[src/verilog/cache_pkg.sv]
package cache_pkg;

   // host side widths
   localparam int ADDR_W      = 32;
   localparam int DATA_W      = 32;
   localparam int NBYTES      = DATA_W / 8;
   localparam int CTRL_ADDR_W = 3;

   // backend is addressed in words
   localparam int WORD_ADDR_W = ADDR_W - $clog2(NBYTES);

   // top addr bit selects the control space
   typedef struct packed {
      logic [ADDR_W:0]   addr;
      logic [DATA_W-1:0] wdata;
      logic [NBYTES-1:0] wstrb;
   } host_req_t;

   typedef struct packed {
      logic [ADDR_W-1:0] addr;
      logic [DATA_W-1:0] wdata;
      logic [NBYTES-1:0] wstrb;
   } data_req_t;

   typedef struct packed {
      logic [WORD_ADDR_W-1:0] addr;
      logic [DATA_W-1:0]      wdata;
      logic                   we;
      logic [NBYTES-1:0]      wstrb;
   } mem_req_t;

   typedef enum logic [CTRL_ADDR_W-1:0] {
      CTRL_HITS       = 3'd0,
      CTRL_MISSES     = 3'd1,
      CTRL_WRITES     = 3'd2,
      CTRL_INVALIDATE = 3'd3
   } ctrl_reg_e;

   typedef enum logic [1:0] {
      ST_IDLE,
      ST_LOOKUP,
      ST_FILL,
      ST_WRITE
   } store_state_e;

endpackage

[src/verilog/cache_ctrl_regs.sv]
`timescale 1ns/1ps

module cache_ctrl_regs (
   input  logic                               clk_i,
   input  logic                               reset,
   input  logic                               ctrl_req,
   input  logic [cache_pkg::CTRL_ADDR_W-1:0]  ctrl_addr,
   input  logic                               ctrl_we,
   input  logic                               hit_pulse,
   input  logic                               miss_pulse,
   input  logic                               write_pulse,
   output logic                               ctrl_ack,
   output logic [cache_pkg::DATA_W-1:0]       ctrl_rdata,
   output logic                               invalidate_pulse
);
   import cache_pkg::*;

   localparam int NCNT = 3;

   logic                         access;
   logic                         inval_cmd;
   logic [NCNT-1:0]              cnt_inc;
   logic [NCNT-1:0][DATA_W-1:0]  cnt;

   // req is still high in the ack cycle, so skip it there
   assign access    = ctrl_req & ~ctrl_ack;
   assign inval_cmd = access & ctrl_we & (ctrl_addr == CTRL_INVALIDATE);

   // index order matches the register map
   assign cnt_inc = {write_pulse, miss_pulse, hit_pulse};

   // saturating event counters
   always_ff @(posedge clk_i or posedge reset) begin
      if (reset) begin
         cnt <= '0;
      end else if (inval_cmd) begin
         cnt <= '0;
      end else begin
         for (int i = 0; i < NCNT; i++) begin
            if (cnt_inc[i] && !(&cnt[i])) begin
               cnt[i] <= cnt[i] + 1'b1;
            end
         end
      end
   end

   always_ff @(posedge clk_i or posedge reset) begin
      if (reset) begin
         ctrl_ack         <= 1'b0;
         invalidate_pulse <= 1'b0;
      end else begin
         ctrl_ack         <= access;
         invalidate_pulse <= inval_cmd;
      end
   end

   always_ff @(posedge clk_i) begin
      if (access && !ctrl_we) begin
         case (ctrl_addr)
            CTRL_HITS:   ctrl_rdata <= cnt[CTRL_HITS];
            CTRL_MISSES: ctrl_rdata <= cnt[CTRL_MISSES];
            CTRL_WRITES: ctrl_rdata <= cnt[CTRL_WRITES];
            // invalidate is write only
            default:     ctrl_rdata <= '0;
         endcase
      end
   end

endmodule

[src/verilog/cache_data_store.sv]
`timescale 1ns/1ps

module cache_data_store #(
   parameter int INDEX_W = 4
) (
   input  logic                          clk_i,
   input  logic                          reset,
   input  logic                          data_req_reg,
   input  cache_pkg::data_req_t          data_req_q,
   input  logic                          mem_ack,
   input  logic [cache_pkg::DATA_W-1:0]  mem_rdata,
   input  logic                          invalidate_pulse,
   output logic                          data_ack,
   output logic [cache_pkg::DATA_W-1:0]  data_rdata,
   output cache_pkg::mem_req_t           mem_req,
   output logic                          mem_valid,
   output logic                          hit_pulse,
   output logic                          miss_pulse,
   output logic                          write_pulse
);
   import cache_pkg::*;

   localparam int LINES  = 2 ** INDEX_W;
   localparam int OFFS_W = $clog2(NBYTES);
   localparam int TAG_W  = ADDR_W - OFFS_W - INDEX_W;

   store_state_e state;
   store_state_e state_nxt;

   logic [LINES-1:0]   valid_q;
   logic [TAG_W-1:0]   tag_mem  [LINES];
   logic [DATA_W-1:0]  data_mem [LINES];

   logic [INDEX_W-1:0] index;
   logic [TAG_W-1:0]   tag;
   logic               is_read;
   logic               hit;
   logic               fill_done;
   logic               write_done;

   // address split
   assign index   = data_req_q.addr[OFFS_W +: INDEX_W];
   assign tag     = data_req_q.addr[ADDR_W-1 -: TAG_W];
   assign is_read = ~|data_req_q.wstrb;
   assign hit     = valid_q[index] & (tag_mem[index] == tag);

   assign fill_done  = (state == ST_FILL) & mem_ack;
   assign write_done = (state == ST_WRITE) & mem_ack;

   always_ff @(posedge clk_i or posedge reset) begin
      if (reset) begin
         state <= ST_IDLE;
      end else begin
         state <= state_nxt;
      end
   end

   always_comb begin
      state_nxt   = state;
      data_ack    = 1'b0;
      hit_pulse   = 1'b0;
      miss_pulse  = 1'b0;
      write_pulse = 1'b0;
      case (state)
         ST_IDLE: begin
            if (data_req_reg) begin
               state_nxt = ST_LOOKUP;
            end
         end
         ST_LOOKUP: begin
            if (!is_read) begin
               write_pulse = 1'b1;
               state_nxt   = ST_WRITE;
            end else if (hit) begin
               hit_pulse = 1'b1;
               data_ack  = 1'b1;
               state_nxt = ST_IDLE;
            end else begin
               miss_pulse = 1'b1;
               state_nxt  = ST_FILL;
            end
         end
         ST_FILL, ST_WRITE: begin
            // both wait on the backend
            if (mem_ack) begin
               data_ack  = 1'b1;
               state_nxt = ST_IDLE;
            end
         end
         default: state_nxt = ST_IDLE;
      endcase
   end

   // a fill returns the backend word directly
   assign data_rdata = (state == ST_FILL) ? mem_rdata : data_mem[index];

   // backend request held from the registered copy
   assign mem_valid     = (state == ST_FILL) | (state == ST_WRITE);
   assign mem_req.addr  = data_req_q.addr[ADDR_W-1:OFFS_W];
   assign mem_req.wdata = data_req_q.wdata;
   assign mem_req.we    = (state == ST_WRITE);
   assign mem_req.wstrb = data_req_q.wstrb;

   always_ff @(posedge clk_i or posedge reset) begin
      if (reset) begin
         valid_q <= '0;
      end else if (invalidate_pulse) begin
         valid_q <= '0;
      end else if (fill_done) begin
         valid_q[index] <= 1'b1;
      end
   end

   // write miss leaves the line alone
   always_ff @(posedge clk_i) begin
      if (fill_done) begin
         tag_mem[index]  <= tag;
         data_mem[index] <= mem_rdata;
      end else if (write_done && hit) begin
         for (int b = 0; b < NBYTES; b++) begin
            if (data_req_q.wstrb[b]) begin
               data_mem[index][8*b +: 8] <= data_req_q.wdata[8*b +: 8];
            end
         end
      end
   end

endmodule

[src/verilog/cache_front_end.sv]
`timescale 1ns/1ps

module cache_front_end (
   input  logic                               clk_i,
   input  logic                               reset,
   input  cache_pkg::host_req_t               host_req,
   input  logic                               req,
   output logic [cache_pkg::DATA_W-1:0]       rdata,
   output logic                               ack,
   output logic                               rvalid,
   output logic                               ready,
   output logic                               data_req_reg,
   output cache_pkg::data_req_t               data_req_q,
   input  logic                               data_ack,
   input  logic [cache_pkg::DATA_W-1:0]       data_rdata,
   output logic                               ctrl_req,
   output logic [cache_pkg::CTRL_ADDR_W-1:0]  ctrl_addr,
   output logic                               ctrl_we,
   input  logic                               ctrl_ack,
   input  logic [cache_pkg::DATA_W-1:0]       ctrl_rdata
);
   import cache_pkg::*;

   logic ctrl_sel;
   logic data_req_int;
   logic data_ready;
   logic data_ready_nxt;
   logic capture;
   logic is_read;
   logic read_flag;

   // address space decode
   assign ctrl_sel     = host_req.addr[ADDR_W];
   assign data_req_int = req & ~ctrl_sel;
   assign ctrl_req     = req & ctrl_sel;
   assign ctrl_addr    = host_req.addr[CTRL_ADDR_W-1:0];
   assign ctrl_we      = |host_req.wstrb;
   assign is_read      = ~|host_req.wstrb;

   // take a new data request only while nothing is held
   assign capture = data_req_int & data_ready & ~data_req_reg;

   always_ff @(posedge clk_i or posedge reset) begin
      if (reset) begin
         data_req_reg <= 1'b0;
      end else if (capture) begin
         data_req_reg <= 1'b1;
      end else if (data_ack) begin
         data_req_reg <= 1'b0;
      end
   end

   // held stable for the data store until the next capture
   always_ff @(posedge clk_i) begin
      if (capture) begin
         data_req_q.addr  <= host_req.addr[ADDR_W-1:0];
         data_req_q.wdata <= host_req.wdata;
         data_req_q.wstrb <= host_req.wstrb;
      end
   end

   // low from the cycle after a registered request until data_ack
   always_comb begin
      data_ready_nxt = ((data_req_reg | ~data_ready) & ~data_ack) ? 1'b0 : 1'b1;
   end

   always_ff @(posedge clk_i or posedge reset) begin
      if (reset) begin
         data_ready <= 1'b1;
      end else begin
         data_ready <= data_ready_nxt;
      end
   end

   // remembers whether the access in flight is a read
   always_ff @(posedge clk_i or posedge reset) begin
      if (reset) begin
         read_flag <= 1'b0;
      end else if (capture | ctrl_req) begin
         read_flag <= is_read;
      end
   end

   // merge both ack paths
   assign ack    = ctrl_ack | data_ack;
   assign rdata  = ctrl_ack ? ctrl_rdata : data_rdata;
   assign rvalid = ack & read_flag;

   // control space never stalls
   assign ready  = ctrl_req | (data_ready & ~data_req_reg);

endmodule

[src/verilog/cache_top.sv]
`timescale 1ns/1ps

module cache_top #(
   parameter int INDEX_W = 4
) (
   input  logic                          clk_i,
   input  logic                          reset,
   input  cache_pkg::host_req_t          host_req,
   input  logic                          req,
   output logic [cache_pkg::DATA_W-1:0]  rdata,
   output logic                          ack,
   output logic                          rvalid,
   output logic                          ready,
   output cache_pkg::mem_req_t           mem_req,
   output logic                          mem_valid,
   input  logic                          mem_ack,
   input  logic [cache_pkg::DATA_W-1:0]  mem_rdata
);
   import cache_pkg::*;

   // front end to data store
   logic                    data_req_reg;
   data_req_t               data_req_q;
   logic                    data_ack;
   logic [DATA_W-1:0]       data_rdata;

   // front end to control registers
   logic                    ctrl_req;
   logic [CTRL_ADDR_W-1:0]  ctrl_addr;
   logic                    ctrl_we;
   logic                    ctrl_ack;
   logic [DATA_W-1:0]       ctrl_rdata;

   // event and command strobes
   logic                    hit_pulse;
   logic                    miss_pulse;
   logic                    write_pulse;
   logic                    invalidate_pulse;

   cache_front_end u_front_end (
      .clk_i        (clk_i),
      .reset        (reset),
      .host_req     (host_req),
      .req          (req),
      .rdata        (rdata),
      .ack          (ack),
      .rvalid       (rvalid),
      .ready        (ready),
      .data_req_reg (data_req_reg),
      .data_req_q   (data_req_q),
      .data_ack     (data_ack),
      .data_rdata   (data_rdata),
      .ctrl_req     (ctrl_req),
      .ctrl_addr    (ctrl_addr),
      .ctrl_we      (ctrl_we),
      .ctrl_ack     (ctrl_ack),
      .ctrl_rdata   (ctrl_rdata)
   );

   cache_data_store #(
      .INDEX_W (INDEX_W)
   ) u_data_store (
      .clk_i            (clk_i),
      .reset            (reset),
      .data_req_reg     (data_req_reg),
      .data_req_q       (data_req_q),
      .mem_ack          (mem_ack),
      .mem_rdata        (mem_rdata),
      .invalidate_pulse (invalidate_pulse),
      .data_ack         (data_ack),
      .data_rdata       (data_rdata),
      .mem_req          (mem_req),
      .mem_valid        (mem_valid),
      .hit_pulse        (hit_pulse),
      .miss_pulse       (miss_pulse),
      .write_pulse      (write_pulse)
   );

   cache_ctrl_regs u_ctrl_regs (
      .clk_i            (clk_i),
      .reset            (reset),
      .ctrl_req         (ctrl_req),
      .ctrl_addr        (ctrl_addr),
      .ctrl_we          (ctrl_we),
      .hit_pulse        (hit_pulse),
      .miss_pulse       (miss_pulse),
      .write_pulse      (write_pulse),
      .ctrl_ack         (ctrl_ack),
      .ctrl_rdata       (ctrl_rdata),
      .invalidate_pulse (invalidate_pulse)
   );

endmodule
[config.mk]
export PLATFORM = sky130hd
export DESIGN_NAME = cache_top
export DESIGN_NICKNAME = d
export VERILOG_FILES = /design/src/verilog/cache_pkg.sv /design/src/verilog/cache_ctrl_regs.sv /design/src/verilog/cache_data_store.sv /design/src/verilog/cache_front_end.sv /design/src/verilog/cache_top.sv
export SDC_FILE = /design/constraint.sdc
export NUM_CORES = 1
export LEC_CHECK = 0
export ABC_AREA = 1
export ABC_CLOCK_PERIOD_IN_PS = 4250
export BUFFER_PORTS_ARGS = -buffer_cell sky130_fd_sc_hd__buf_4
export CORE_AREA = 2 2 318 320
export CTS_BUF_LIST = sky130_fd_sc_hd__clkbuf_2 sky130_fd_sc_hd__clkbuf_4 sky130_fd_sc_hd__clkbuf_8
export DETAILED_ROUTE_END_ITERATION = 12
export DIE_AREA = 0 0 320 322
export PLACE_DENSITY_LB_ADDON = 0.15
export SKIP_LAST_GASP = 1
export SYNTH_ARGS = -nofsm -noshare
export SYNTH_HDL_FRONTEND = slang
export SYNTH_HIERARCHICAL = 1
export SYNTH_SLANG_ARGS = --single-unit
[constraint.sdc]
create_clock -name clk_i -period 4.25 [get_ports clk_i]
set_clock_uncertainty 0.05 [all_clocks]
set_input_delay 1.0625 -clock clk_i [delete_from_list [all_inputs] [get_ports clk_i]]
set_output_delay 1.0625 -clock clk_i [all_outputs]
set_load 0.02 [all_outputs]
==> metrics.yaml, run 1 <==
final_layout:
  stdcell_count: 6470
  nNetsFinal: 5133
  largest-register: "u_data_store/data_mem"
  fillCellCount: 8043
  drive_gt1_share_pct: 22.33
  fin_area_mm2: 0.06040
  largest_register_ffs: 512
  syn_to_final_growth_pct: 21.91
  regArea_mm2: 0.03379
  multiInputGateArea_mm2: 0.01486
  reg_top3: "u_data_store/data_mem: 512 flops, u_data_store/tag_mem: 416 flops, u_ctrl_regs/cnt: 96 flops"
routing:
  wl_per_cell_um: 23.51
  highest_layer: "met5"
  wirelength_um: 152100
  wl_met3_um: 14250
  drc: 0
  num_vias: 36752
  drt-met1-wl_um: 63300
  postRouteAntennaNets: 0
  dr.pass1.iters: 5
  met2WireLength_um: 70340
  drt_iter0_drc: 3672
  via_per_inst: 5.680
critical_path:
  critPathMostFrequentCell: "nand2_1"
  crit_cells: 19
  r2r-end: "u_data_store/data_mem[10][17]"
  critPathTopFamily: "simple AND/OR/NAND/NOR gates"
  r2r_start: "u_front_end/data_req_q[38]"
  path_cells: "buf_12, buf_16, nor2_4, buf_12, buf_4, nand2_1, nand3_1, nand2_1, nand2_1, o21ai_0, nand2_1, nand2_1, nor2_2, nand3_4, nor2_4, nand3_4, o21ai_4, o21a_1, buf_6"
  cp_slowest_cell: "edfxtp_1"
  slowest_delay_ns: 0.41
  start_kind: "register"
  crit_fanout: 9
  crit_end: "rvalid"
  reg2reg_depth: 20
  crit_required_ns: 3.14
  path_class: "register to primary output"
  path_buf_inv: 5
  arrival_ns: 3.66
  startpoint: "u_front_end/data_req_q[38]"
  reg2reg_setup_slack_ns: 0.10
  critPathCaptureType: "primary output"
placed_design:
  gp_congestion: 0.8950
  placed_cell_area_mm2: 0.05373
  place.port_buffers: 207
  dp_cells: 6056
  dp_hpwl_um: 90960
  dp_slack_ns: -0.2840
sta:
  setup_viol: 34
  hold_viol: 0
  drv_slew: 0
  timing.final.crit_share_pct: 112.3
  relSlewSlack_pct: 32.76
  rsz0062_at_grt: "true"
  setup_slack_ns: -0.5245
  fmax_mhz: 209.4
  tightest_slew_ns: 1.006
  min_period_ns: 4.775
  setup_tns_ns: -11.05
global_route:
  grt_use_total_pct: 29.04
  grt_pass1_wl_um: 222300
  grt_overflow: 0
  grt_max_degree: 85
  grt_pass1_vias: 34841
  antenna_found_initial: 6
power:
  sw_frac_of_total_pct: 29.28
  ir_drop_uv: 325.6
  power_frac_seq_pct: 47.1
  power_leakage_nw: 23.33
  clkPwrFrac_pct: 34.6
  intPower_mw: 19.79
  finalPower_mw: 27.98
  power_frac_comb_pct: 18.3
  power-per-cell-area_mw_per_mm2: 463.3
  switchingPower_mw: 8.194
logic_synthesis:
  synth.cell_area_mm2: 0.04955
  yosysWarnings: 6
  synth.avg_cell_area_um2: 10.81
  syn_inst: 4584
  syn_nets: 4692
clocking:
  cts_htree_levels: 4
  cts_buffer_depth: 3
  root_buffer: "clkbuf_8"
  tritoncts: "done"
  clk_pin_slew_worst_paths_ns: 0.06
  cts_sinks: 1145
  clk_latency_ns: 0.87
  cts_buffers: 185
floorplan:
  num_rows: 116
  coreArea_mm2: 0.09957
  dieWidth_um: 320
  ios: 208
  die_area_mm2: 0.1030
  initial_core_util_pct: 49.76
  die_h_um: 322
worst_hold_path:
  holdCritStartpoint: "host_req[52]"
  hold_path.class: "primary input to register"
status:
  violations: "setup timing"
  status: "finished, violations left"
job:
  maxCapViolCount: 0
per-layer routing:
| layer | GRT usage, % | vias up |
|---|---|---|
| met3 | 6.105 | 270 |
| met5 | 0 | - |
| met4 | 9.536 | 10 |
| met1 | 41.01 | 17991 |
| li1 | - | 16754 |
| met2 | 45.07 | 1727 |
area by class of cell:
cell class | count | share of cell area, %
tap | 1298 | 2.689
antenna | 3 | 0.01243
sequential | 1145 | 55.94
inverter | 171 | 1.185
timing repair buffer | 544 | 9.357
clock inverter | 62 | 0.8452
clock buffer | 269 | 5.373
multi-input combinational | 2978 | 24.60
power groups by stage:
stage          clock [mW]  sequential, mW  combinational (mW)
2_1_floorplan           0            13.3                2.43
5_1_grt              10.3            13.2                5.45
6_report             9.69            13.2                5.12
3_5_place_dp            0            13.4                4.35
4_1_cts              9.83            13.2                4.87
3_3_place_gp            0            13.4                4.32
layout by cell type (no fill, tap or decap), drive strengths merged, types with 2 or more instances in the layout:
master / count
o21ai: 91
dfrtp: 118
a22oi: 259
o21bai: 20
buf: 528
or2: 2
nand3: 180
nand3b: 6
nor3: 8
nor4: 21
xor2: 12
inv: 175
o21a: 2
clkbuf: 275
o211ai: 3
nand2: 1761
nand4: 51
ha: 3
a211oi: 12
nor2: 313
a21oi: 202
o221ai: 26
clkinv: 52
diode: 3
bufinv: 5
edfxtp: 1026
bufbuf: 9
xnor2: 5
worst reg2reg max path, delay by kind of cell, from the launching register on:
| family | cells | cell delay, ns |
|---|---|---|
| buffers and inverters | 7 | 1.68 |
| DFF | 1 | 0.41 |
| AOI/OAI and AO/OA | 2 | 0.47 |
| and+or+nand+nor | 11 | 1.23 |
worst min path at each step:
stage,end,slack (ns),cells after the start
after floorplan,u_ctrl_regs/ctrl_ack,0.41,1
after global placement,u_data_store/valid_q[13],0.43,2
after detailed placement,u_data_store/valid_q[0],0.44,2
after CTS,u_front_end/data_req_q[56],0.24,1
after global routing,u_front_end/data_req_q[64],0.27,1
final,u_front_end/data_req_q[52],0.31,1
through the flow:
step	utilization [%]	hold WS, ns
2_1_floorplan	-	0.4084
3_3_place_gp	53.97	0.4266
3_5_place_dp	53.97	0.4354
4_1_cts	59.85	0.2400
5_1_grt	60.67	0.2655
6_report	60.67	0.3102
timing repair:
item,in CTS,in global routing
hold endpoints to repair,2,0
hold buffers,1,0
setup buffers,39,12
gates cloned,28,8
endpoints found under the setup margin,831,185
resized for setup,225,151
pin swaps,82,104
Power figures use the tool's default switching activity.
==> inputs of run 2 (changes only) <==
--- a/config.mk
+++ b/config.mk
@@ -13,6 +13,7 @@
 export DETAILED_ROUTE_END_ITERATION = 12
 export DIE_AREA = 0 0 320 322
 export PLACE_DENSITY_LB_ADDON = 0.15
+export SETUP_SLACK_MARGIN = 0.2
 export SKIP_LAST_GASP = 1
 export SYNTH_ARGS = -nofsm -noshare
 export SYNTH_HDL_FRONTEND = slang
==> metrics.yaml, run 2 (synthesis results as in run 1) <==
critical_path:
  cp_slowest_cell: "edfxtp_1"
  reg2reg_depth: 21
  arrival_ns: 3.73
  path_class: "register to primary output"
  path_cells: "buf_12, buf_12, buf_12, nand2_1, nand2_1, nand2_1, nand2_1, nand2_2, nand2_2, o21bai_1, nand2_1, nor2_2, nand2_1, nor2_2, nand2_4, nor2_4, nand3_2, o21ai_2, buf_6, o21a_1, buf_6"
  crit_required_ns: 3.14
  critPathCaptureType: "primary output"
  slowest_delay_ns: 0.44
  critPathTopFamily: "simple AND/OR/NAND/NOR gates"
  crit_cells: 21
  path_buf_inv: 5
  critPathMostFrequentCell: "nand2_1"
  start_kind: "register"
  crit_fanout: 17
final_layout:
  drive_gt1_share_pct: 25.02
  final_cell_mix: "nand2_1, edfxtp_1, buf_4"
  fillCellCount: 7862
  fin_area_mm2: 0.06165
  nNetsFinal: 5185
  syn_to_final_growth_pct: 24.43
  reg_top3: "u_data_store/data_mem: 512 flops, u_data_store/tag_mem: 416 flops, u_ctrl_regs/cnt: 96 flops"
  largest-register: "u_data_store/data_mem"
  largest_register_ffs: 512
  final_common_cell: "nand2_1"
floorplan:
  ios: 208
  num_rows: 116
  dieWidth_um: 320
  die_h_um: 322
  coreArea_mm2: 0.09957
  die_area_mm2: 0.1030
  initial_core_util_pct: 49.76
sta:
  setup_tns_ns: -13.81
  hold_viol: 0
  holdWs_ns: 0.06468
  setup_viol: 34
  relSlewSlack_pct: 33.37
  tightest_slew_ns: 0.9995
  drv_slew: 0
  timing.final.crit_share_pct: 113.8
  fmax_mhz: 206.7
  setup_slack_ns: -0.5879
  rsz0062_at_grt: "true"
  min_period_ns: 4.838
power:
  power-per-cell-area_mw_per_mm2: 459.2
  finalPower_mw: 28.31
  power_leakage_nw: 23.69
  ir_drop_uv: 304.4
routing:
  wirelength_um: 154700
  drc: 0
  num_vias: 37203
  dr.pass1.iters: 6
  wl_per_cell_um: 23.69
  via_per_inst: 5.695
  postRouteAntennaNets: 0
  drt_iter0_drc: 4200
global_route:
  grt_max_degree: 81
  antenna_found_initial: 5
  grt_pass1_wl_um: 224000
  grt_pass1_vias: 34825
  grt_use_total_pct: 29.21
  grt_overflow: 0
clocking:
  tritoncts: "done"
  cts_sinks: 1145
  root_buffer: "clkbuf_8"
  ctsHoldBuffers: 0
  cts_htree_levels: 4
  clk_latency_ns: 0.87
  cts_buffers: 186
  clk_pin_slew_worst_paths_ns: 0.06
  cts_buffer_depth: 3
placed_design:
  placed_cell_area_mm2: 0.05402
  dp_hpwl_um: 90890
  dp_slack_ns: -0.01035
  place.port_buffers: 207
  gp_congestion: 0.9116
status:
  status: "finished, violations left"
  violations: "setup timing"
job:
  maxCapViolCount: 0
worst_hold_path:
  hold_path.class: "primary input to asynchronous set/reset pin"
run 2: cell types whose count changed in the layout (fill, tap and decap cells not counted), moves of 24 or more:
cell / before / now
a21oi_1: 143 / 104
a21oi_2: 57 / 97
a22oi_1: 190 / 137
a22oi_2: 69 / 122
buf_6: 27 / 63
clkinv_1: 32 / 56
run 2: worst paths after layout:
path                                            start                             to  slack [ns]
max                        u_front_end/data_req_q[38]                         rvalid       -0.59
min in group clk_i                       host_req[27]     u_front_end/data_req_q[27]        0.31
min reg2reg                   u_data_store/valid_q[8]        u_data_store/valid_q[8]        0.45
max reg2reg                u_front_end/data_req_q[38]  u_data_store/data_mem[15][11]        0.19
min                                             reset       u_front_end/data_req_reg        0.06
max in group asynchronous                       reset            u_ctrl_regs/cnt[19]        2.92
run 2: final cells by class:
cell class | instances | area, µm² | area share [%]
inverter | 171 | 694.4 | 1.126
antenna | 2 | 5.005 | 0.008118
tap | 1298 | 1624 | 2.634
timing repair buffer | 593 | 6412 | 10.40
clock inverter | 88 | 574.3 | 0.9316
timing repair inverter | 2 | 17.52 | 0.02841
multi-input combinational | 2978 | 15390 | 24.97
clock buffer | 255 | 3141 | 5.094
sequential | 1145 | 33790 | 54.81
run 2: layer usage:
layer  track usage (%)  part of all wire, %
met5                 0                0.037
met4             8.785                  2.5
met3             7.269                   10
met2             44.40                   45
met1             41.66                   42
run 2: per-stage QoR:
| stage | instances | util, % |
|---|---|---|
| floorplan | 4584 | - |
| global placement | 6078 | 54.25 |
| detailed placement | 6078 | 54.25 |
| CTS | 6488 | 60.30 |
| global route | 6531 | 61.92 |
| finish | 6532 | 61.92 |
run 2: repair_timing:
item,4_1_cts,5_1_grt
buffers inserted,39,30
pin swaps,107,153
resized for setup,305,255
gates cloned,28,12
endpoints found under the setup margin,576,1052
run 2: report_power, final:
part	internal (mW)	switching [mW]	total, mW
clock	5.11	4.44	9.54
sequential	12.8	0.400	13.2
combinational	2.06	3.51	5.57
total	20.0	8.35	28.3
